File: config.mk
export PLATFORM = sky130hd
export DESIGN_NAME = hangman
export DESIGN_NICKNAME = d
export VERILOG_FILES = /design/src/common/hangmanPkg.sv /design/src/common/gameStatusIf.sv /design/src/wordLoader.sv /design/src/gameLogic/gameLogic.sv /design/src/revealDisplay.sv /design/src/hangman.sv
export SDC_FILE = /design/constraint.sdc
export NUM_CORES = 1
export LEC_CHECK = 0
export BUFFER_PORTS_ARGS = -buffer_cell sky130_fd_sc_hd__buf_2
export CORE_ASPECT_RATIO = 0.6
export CORE_MARGIN = 3
export CORE_UTILIZATION = 40
export CTS_BUF_LIST = sky130_fd_sc_hd__clkbuf_8
export CTS_CLUSTER_SIZE = 8
export DETAILED_ROUTE_END_ITERATION = 16
export GPL_TIMING_DRIVEN = 0
export SKIP_CTS_REPAIR_TIMING = 1
export SLEW_MARGIN = 20
export SYNTH_ARGS = -nofsm -noshare
export SYNTH_HDL_FRONTEND = slang
export SYNTH_SLANG_ARGS = --single-unit
File: constraint.sdc
create_clock -name clk -period 3 [get_ports clk]
set_input_delay 0.6 -clock clk [delete_from_list [all_inputs] [get_ports clk]]
set_output_delay 0.6 -clock clk [all_outputs]
set_load 0.1 [all_outputs]
File: src/common/hangmanPkg.sv
// Shared types and constants for the hangman game core.
// Import with a wildcard inside a module body. Module headers use scoped
// names such as hangmanPkg::wordT.

package hangmanPkg;

    // Number of letters in the secret word.
    localparam int unsigned wordLen = 5;

    // ASCII letter, zero means no key held.
    typedef logic [7:0] letterT;

    // Flat view for shifting, array view for per-letter access.
    // Element wordLen-1 holds the first letter of the word.
    typedef union packed {
        logic [8*wordLen-1:0] flat;
        letterT [wordLen-1:0] letters;
    } wordT;

    // Correct positions and mistakes.
    typedef logic [2:0] countT;

    // Found positions, MSB is the first letter.
    typedef logic [wordLen-1:0] maskT;

    // Shown for positions not yet revealed.
    localparam letterT blankChar = 8'h5F;

endpackage

File: src/common/gameStatusIf.sv
// Game status bus from the game logic to the display block.
// The game modport drives the found mask, the mistake count and both lamps.
// The disp modport only reads them.

`timescale 1ns/1ps

interface gameStatusIf;
    import hangmanPkg::*;

    maskT  indexCorrect;
    countT incorrect;
    logic  red;
    logic  green;

    modport game (
        output indexCorrect,
        output incorrect,
        output red,
        output green
    );

    modport disp (
        input indexCorrect,
        input incorrect,
        input red,
        input green
    );

endinterface

File: src/wordLoader.sv
// Secret word loader.
// While setup is high, each host strobe shifts one letter into the low byte
// of the word, so the first letter ends up in the top byte after five.
// Strobes beyond five letters are ignored. The letter count restarts when
// setup rises for a new game; the old letters stay until overwritten.

`timescale 1ns/1ps

module wordLoader (
    input  logic               clk,
    input  logic               nRst,
    input  logic               setup,
    input  hangmanPkg::letterT hostLetter,
    input  logic               hostStrobe,
    output hangmanPkg::wordT   secretWord,
    output logic               wordFull
);
    import hangmanPkg::*;

    countT letterCount;
    countT baseCount;
    logic  setupQ;
    logic  take;

    // Count starts over on the first setup cycle of a new game.
    assign baseCount = (setup && !setupQ) ? '0 : letterCount;

    assign take = setup && hostStrobe && (baseCount < countT'(wordLen));

    assign wordFull = (letterCount == countT'(wordLen));

    always_ff @(posedge clk or negedge nRst) begin
        if (!nRst) begin
            letterCount <= '0;
            setupQ      <= 1'b1;
        end else begin
            setupQ <= setup;
            if (take) begin
                letterCount <= baseCount + countT'(1);
            end else begin
                letterCount <= baseCount;
            end
        end
    end

    // Earlier letters move toward the first position.
    always_ff @(posedge clk) begin
        if (take) begin
            secretWord.flat <= {secretWord.flat[8*wordLen-9:0], hostLetter};
        end
    end

endmodule

File: src/gameLogic/gameLogic.sv
// Hangman game state machine.
// SET waits for the host to confirm the word. In IDLE a new nonzero guess
// starts a five cycle compare, one word position per cycle (L0 to L4).
// STOP scores the guess: found positions add to correct, no hit adds a
// mistake and pulses mistake. Win and loss lamps latch in IDLE and hold
// until gameEnd returns the game to SET.

`timescale 1ns/1ps

module gameLogic #(
    parameter int unsigned maxMistakes = 6
) (
    input  logic               clk,
    input  logic               nRst,
    input  logic               confirm,
    input  hangmanPkg::letterT guess,
    input  logic               gameEnd,
    input  hangmanPkg::wordT   secretWord,
    output logic               setup,
    output logic               gameRdy,
    output logic               busy,
    output logic               mistake,
    output hangmanPkg::countT  correct,
    gameStatusIf.game          status
);
    import hangmanPkg::*;

    typedef enum logic [2:0] {
        SET,
        L0,
        L1,
        L2,
        L3,
        L4,
        STOP,
        IDLE
    } stateT;

    stateT  state;
    stateT  nextState;
    letterT lastLetter;
    countT  hits;
    maskT   found;
    countT  correctQ;
    countT  mistakes;
    logic   redQ;
    logic   greenQ;
    logic   [2:0] pos;
    logic   hit;
    logic   gameOver;
    logic   accept;

    assign gameOver = (correctQ == countT'(wordLen)) ||
                      (mistakes == countT'(maxMistakes));

    // New letter only, and never once the game is decided.
    assign accept = (state == IDLE) && !gameEnd && (guess != '0) &&
                    (guess != lastLetter) && !gameOver;

    assign setup   = (state == SET);
    assign gameRdy = (state == STOP) || (state == IDLE);
    assign busy    = (state == L0) || (state == L1) || (state == L2) ||
                     (state == L3) || (state == L4);

    // Word position checked in each compare state.
    always_comb begin
        case (state)
            L0:      pos = 3'd4;
            L1:      pos = 3'd3;
            L2:      pos = 3'd2;
            L3:      pos = 3'd1;
            default: pos = 3'd0;
        endcase
    end

    // A position counts only the first time it is found.
    assign hit = busy && (secretWord.letters[pos] == lastLetter) && !found[pos];

    // No hits in the whole word is a mistake, saturating at the limit.
    assign mistake = (state == STOP) && (hits == '0) &&
                     (mistakes < countT'(maxMistakes));

    always_comb begin
        nextState = state;
        case (state)
            SET: begin
                if (confirm) begin
                    nextState = IDLE;
                end
            end
            L0:   nextState = L1;
            L1:   nextState = L2;
            L2:   nextState = L3;
            L3:   nextState = L4;
            L4:   nextState = STOP;
            STOP: nextState = IDLE;
            IDLE: begin
                if (gameEnd) begin
                    nextState = SET;
                end else if (accept) begin
                    nextState = L0;
                end
            end
            default: nextState = SET;
        endcase
    end

    always_ff @(posedge clk or negedge nRst) begin
        if (!nRst) begin
            state      <= SET;
            lastLetter <= '0;
            hits       <= '0;
            found      <= '0;
            correctQ   <= '0;
            mistakes   <= '0;
            redQ       <= 1'b0;
            greenQ     <= 1'b0;
        end else begin
            state <= nextState;
            case (state)
                SET: begin
                    lastLetter <= '0;
                    hits       <= '0;
                    found      <= '0;
                    correctQ   <= '0;
                    mistakes   <= '0;
                    redQ       <= 1'b0;
                    greenQ     <= 1'b0;
                end
                IDLE: begin
                    hits <= '0;
                    if (accept) begin
                        lastLetter <= guess;
                    end
                    // Lamps latch one cycle after the deciding score.
                    if (correctQ == countT'(wordLen)) begin
                        greenQ <= 1'b1;
                    end
                    if (mistakes == countT'(maxMistakes)) begin
                        redQ <= 1'b1;
                    end
                end
                STOP: begin
                    if (hits != '0) begin
                        if (hits <= countT'(wordLen) - correctQ) begin
                            correctQ <= correctQ + hits;
                        end
                    end else if (mistake) begin
                        mistakes <= mistakes + countT'(1);
                    end
                end
                default: begin
                    if (hit) begin
                        found[pos] <= 1'b1;
                        hits       <= hits + countT'(1);
                    end
                end
            endcase
        end
    end

    assign correct = correctQ;

    assign status.indexCorrect = found;
    assign status.incorrect    = mistakes;
    assign status.red          = redQ;
    assign status.green        = greenQ;

endmodule

File: src/revealDisplay.sv
// Display builder for the hangman core.
// Each position shows its word letter once found, or every letter after a
// loss, and the blank character otherwise. lives is a thermometer with one
// lit bit per remaining mistake. Purely combinational.

`timescale 1ns/1ps

module revealDisplay #(
    parameter int unsigned maxMistakes = 6
) (
    input  hangmanPkg::wordT secretWord,
    gameStatusIf.disp        status,
    output hangmanPkg::wordT dispChars,
    output logic [6:0]       lives
);
    import hangmanPkg::*;

    countT livesLeft;

    always_comb begin
        if (status.incorrect >= countT'(maxMistakes)) begin
            livesLeft = '0;
        end else begin
            livesLeft = countT'(maxMistakes) - status.incorrect;
        end
    end

    // Red reveals the whole word.
    always_comb begin
        for (int i = 0; i < wordLen; i++) begin
            if (status.indexCorrect[i] || status.red) begin
                dispChars.letters[i] = secretWord.letters[i];
            end else begin
                dispChars.letters[i] = blankChar;
            end
        end
    end

    always_comb begin
        for (int i = 0; i < 7; i++) begin
            lives[i] = (i < int'(livesLeft));
        end
    end

endmodule

File: src/hangman.sv
// Top level of the hangman game core.
// The host loads five letters with hostStrobe during setup and confirms.
// The player then holds guess letters while gameRdy is high. Status fields
// and the display outputs are brought out as plain ports.

`timescale 1ns/1ps

module hangman #(
    parameter int unsigned maxMistakes = 6
) (
    input  logic               clk,
    input  logic               nRst,
    input  hangmanPkg::letterT hostLetter,
    input  logic               hostStrobe,
    input  logic               confirm,
    input  hangmanPkg::letterT guess,
    input  logic               gameEnd,
    output logic               gameRdy,
    output logic               busy,
    output logic               mistake,
    output logic               wordFull,
    output logic               setup,
    output hangmanPkg::countT  correct,
    output hangmanPkg::countT  incorrect,
    output logic               red,
    output logic               green,
    output hangmanPkg::wordT   dispChars,
    output logic [6:0]         lives
);
    import hangmanPkg::*;

    wordT secretWord;

    gameStatusIf statusBus ();

    wordLoader loader (
        .clk        (clk),
        .nRst       (nRst),
        .setup      (setup),
        .hostLetter (hostLetter),
        .hostStrobe (hostStrobe),
        .secretWord (secretWord),
        .wordFull   (wordFull)
    );

    gameLogic #(
        .maxMistakes (maxMistakes)
    ) game (
        .clk        (clk),
        .nRst       (nRst),
        .confirm    (confirm),
        .guess      (guess),
        .gameEnd    (gameEnd),
        .secretWord (secretWord),
        .setup      (setup),
        .gameRdy    (gameRdy),
        .busy       (busy),
        .mistake    (mistake),
        .correct    (correct),
        .status     (statusBus.game)
    );

    revealDisplay #(
        .maxMistakes (maxMistakes)
    ) display (
        .secretWord (secretWord),
        .status     (statusBus.disp),
        .dispChars  (dispChars),
        .lives      (lives)
    );

    assign incorrect = statusBus.incorrect;
    assign red       = statusBus.red;
    assign green     = statusBus.green;

endmodule

== Word-level counts from Yosys, hierarchy flattened ==
Cells that the tools add are included.
Storage, ports and cells
  flip-flop bits (word level): 71
Operators by class
  add/sub/neg operators: 6
  $lt $le $gt $ge: 13
  eq/ne operators: 21
  muxes and demuxes: 35
  bitwise operators: 3
  reduce and logical (&&, ||, !) cells: 45
Operators by type and width (number)
  8-bit two-way mux: 7
  3-bit two-way mux: 11
  8-bit binary-select mux with 3-bit select: 1
  3-bit one-hot mux with 8 select lines: 1
  3-bit == test (second input constant): 7
  3-bit one-hot mux with 2 select lines: 3
  8-bit one-hot mux with 2 select lines: 1
  1-bit logical AND: 12
  3-bit one-hot mux with 4 select lines: 1
  2-bit AND reduction: 6
  1-bit logical OR: 11
  2-bit inequality test (second input constant): 5
  5-bit one-hot mux with 2 select lines: 1
  3-bit by 1-bit adder with 3-bit output (second input constant): 3
  3-bit < comparator (first input constant): 3
  8-bit == test: 1
  8-bit inequality test: 1
  2-bit nonzero test: 4
  8-bit nonzero test: 1
  3-bit by 2-bit == test with 1-bit output (second input constant): 2
  3-bit zero test: 2
  1-bit by 3-bit < comparator with 1-bit output (first input constant): 2
  2-bit by 3-bit < comparator with 1-bit output (first input constant): 2
  3-bit < comparator (second input constant): 2
  20 further kinds: 33

== Longest topological paths before layout ==
  depth in word-level cells: 9
  gate-level depth with buffers: 10
  gate-level depth less buffers: 10

== Hierarchy ==
A second synthesis with hierarchy kept.
Second synthesis, totals
  cells, all modules: 391
  area total of the unflattened synthesis: 4111.4 um^2
Modules (own cells, without submodules)
  gameLogic: instances 1, cells an instance 269, area each 2324.7 um^2, seq. area each 675.6 um^2
  wordLoader: instances 1, cells an instance 60, area each 1422.6 um^2, seq. area each 1302.5 um^2
  revealDisplay: instances 1, cells an instance 62, area each 364.1 um^2, seq. area each 0.0 um^2

== Worst setup path before layout ==
OpenSTA, ideal clock, no wires.
  kind: reg-to-output
  start: register game.mistakes[2] (netlist: game.status.incorrect[2])
  end: output lives[6]
  arrival time: 3255 ps
  data required time: 2400 ps
  path slack: -855 ps
  cell stages (with the launch flop): 5
  buffers on the path: 1
  cell sequence: dfrtp_1 > clkbuf_1 > nand2_1 > nand3_1 > nor2_1
Between the ends
  longest elaborated chain between the ends: 3
Ends and longest elaborated chain
  start, declared: line gameLogic.sv:45  | countT mistakes;
  start signal, assigned: line gameLogic.sv:149  | mistakes <= mistakes + countT'(1);
  3-bit subtractor or 3-bit >= comparator (tied branches): line revealDisplay.sv:24, revealDisplay.sv:21
  3-bit two-way mux *: line revealDisplay.sv:21  | if (status.incorrect >= countT'(maxMistakes)) begin
  3-bit < comparator *: line revealDisplay.sv:41  | lives[i] = (i < int'(livesLeft));
  end, declared: line hangman.sv:28  | output logic [6:0] lives
Every way passes the cells marked *; elsewhere a longest branch is shown, timed or not.

== Worst setup path after layout ==
  start: register game.state[0]
  end: output busy
Between the ends
  longest elaborated chain between the ends: 5
Ends and longest elaborated chain
  start, declared: line gameLogic.sv:39  | stateT state;
  start signal, assigned: line gameLogic.sv:119  | state <= nextState;
  3-bit by 1-bit == test with 1-bit output or 3-bit by 2-bit == test with 1-bit output (tied branches): line gameLogic.sv:62  | assign busy = (state == L0) || (state == L1) || (state == L2) ||
  1-bit logical OR (3 in a row): line gameLogic.sv:62
  1-bit logical OR *: line gameLogic.sv:63  | (state == L3) || (state == L4);
  end, declared: line hangman.sv:19  | output logic busy,
Marks and branches as above.

==> impl_metrics.yaml <==
sta:
  final.period_utilization_pct: 94.3
  tightest_slew_ns: 0.744
  rsz0062_at_grt: "false"
  slew_viol_final: 0
  fmax_ghz: 0.353
  setup_viol: 0
  slew_headroom_pct: 50.2
  fin_crit_ns: 2.83
  finalHoldViolCount: 0
  skew_ns: 0.00633
clock_tree:
  cts_buffer_depth: 2
  cts.sinks: 71
  cts-root-buf: "clkbuf_8"
  cts_tree: "yes"
  cts-buffers-inserted: 9
  htreeDepth: 3
  clk_pin_slew_ns: 0.07
  clk-insertion-delay-late_ns: 0.34
floorplan:
  rows: 27
  die_x_um: 133
  coreArea_um2: 9290
  initial_core_util_pct: 41.7
  die_area_um2: 10900
  ioPinCount: 81
  die_h_um: 82.2
layout:
  area_growth_pct: 20.8
  layout-drive-gt1-share_pct: 35.1
  final_cells: 580
  num_antenna_cells: 0
  nets: 478
critical_path:
  regToRegEndpoint: "game.status.indexCorrect[4]"
  cp-endpoint: "busy"
  r2r_cells: 7
  crit_required_ns: 2.40
  critPathCaptureType: "primary output"
  cp-start-kind: "flop"
  startpoint: "game.state[0]"
  critPathKind: "reg2out"
  rr_startpoint: "game.state[0]"
  r2r_slack_ns: 0.57
  critPathMaxFanout: 11
  critPathArrivalTime_ns: 2.23
synthesis:
  yosys_warnings: 0
  ys_types: 53
  async_reset_ff_share_pct: 43.7
  synth_cells: 353
  ys_seq_area_share_pct: 51.0
  synth_ff_type: "edfxtp_1"
  syn_area_um2: 3870
  avgSynthCellArea_um2: 11.0
  synth_edf_count: 40
  syn_nets: 386
  synth_seq_cells: 71
routing:
  via_count: 2963
  wl_per_cell_um: 16.9
  drc: 0
  drt-total-wl_mm: 9.79
  vias_per_cell: 5.11
  antenna_left: 0
  drtIter0Drc: 204
  drt_first_pass_iters: 5
status:
  status: "finished, final reports clean"
run:
  cap_violations: 0
grt:
  grt_pass1_wl_mm: 15.7
  grt_pass1_vias: 2764
  overflow: 0
  track_usage_pct: 18.7
  grt_antenna_before_repair: 0
  grt_max_degree: 36
hold_path:
  hp-class: "in2async"
placed_design:
  dp_cells: 564
  port_buffers: 80
  place_congestion: 0.893
  hpwlAfterDp_mm: 7.25
-- metrics by stage --
step / setup slack, ns / util, % / hold WS [ns] / cell area, µm² / setup TNS (ns)
finish: 0.171 / 50.4 / 0.315 / 4680 / 0
global route: 0.0255 / 50.4 / 0.352 / 4680 / 0
CTS: -0.282 / 50.2 / 0.323 / 4660 / -0.582
detailed placement: 0.117 / 48.1 / 0.460 / 4470 / 0
global placement: -0.347 / 47.9 / 0.449 / 4450 / -10.59
floorplan: -0.206 / - / 0.304 / 3890 / -2.06
-- cell usage after synthesis, drive strengths merged, types with 3 or more instances --
cell / n / area [µm²]
buf: 7 / 53.8
nand2: 31 / 124
a211oi: 3 / 22.5
o21ai: 26 / 138
xor2: 4 / 35.0
ha: 11 / 138
xnor2: 21 / 191
clkbuf: 4 / 15.0
or2: 30 / 188
inv: 23 / 86.3
mux2i: 14 / 140
o21a: 3 / 22.5
a21oi: 7 / 35.0
a221oi: 3 / 26.3
nand3: 17 / 90.1
mux4: 5 / 120
nor4: 3 / 18.8
nor2: 27 / 104
nand4: 3 / 18.8
nor2b: 14 / 87.6
edfxtp: 40 / 1200
dfrtp: 30 / 751
-- worst min-delay path by stage --
stage	start	endpoint	slack [ns]	depth (start not counted)
finish	nRst	game.lastLetter[2]	0.31	1
global route	nRst	game.lastLetter[2]	0.35	1
CTS	nRst	game.lastLetter[2]	0.32	1
detailed placement	loader.secretWord[12]	loader.secretWord[20]	0.46	0
global placement	loader.secretWord[10]	loader.secretWord[18]	0.45	0
floorplan	nRst	game.correct[0]	0.30	0
-- cells by family after synthesis --
kind of cell	share of synthesized area, %
simple gates	18.1
buf+inv	4.00
fa+ha+maj	4.07
mux	7.01
compound gates	9.88
flops	51.0
xor+xnor	5.84
-- flip-flops by register name, summed over array words and instances, names as in the netlist --
name / count
game.correct: 3
game.hits: 3
game.lastLetter: 8
game.state: 3
game.status.green: 1
game.status.incorrect: 3
game.status.indexCorrect: 5
game.status.red: 1
loader.letterCount: 3
loader.secretWord: 40
loader.setupQ: 1
-- cell type report --
cell class / instances / area, µm²
clock inverter: 3 / 11.3
clock buffer: 13 / 179
fill: 854 / 4610
tap: 130 / 163
buffer: 11 / 72.6
sequential: 71 / 1980
inverter: 23 / 86.3
timing repair buffer: 81 / 428
multi-input combinational: 248 / 1760
-- cells in the final DEF, fill, tap and decap left out, types with 4 or more instances in the layout --
cell      count
nand3_1      16
nor2_1       23
edfxtp_1     40
ha_1         11
a21oi_1       7
inv_1        24
o21ai_0      24
nor2b_1      13
nand2_1      28
clkbuf_8     13
xor2_1        4
mux2i_1      14
xnor2_1      20
or2_2        30
dfrtp_1      28
buf_2        80
-- per-layer routing --
metal / share of wire, % / GRT usage [%]
met5: 0 / 0
met2: 40 / 25.7
met1: 52 / 28.6
met4: 0.93 / 4.98
met3: 7.0 / 5.21
-- worst max-delay path, cell delays in order, from the launching register on --
cell and delay, ns:
dfrtp_1 0.51, nor2_4 0.24, buf_6 0.19, nand2_2 0.19
inv_1 0.17, clkbuf_4 0.25, nor2_2 0.05, clkbuf_4 0.27
Power is left out: the tool's default activity adds up to more than one toggle a clock period on the data nets, which glitch-free logic cannot reach.
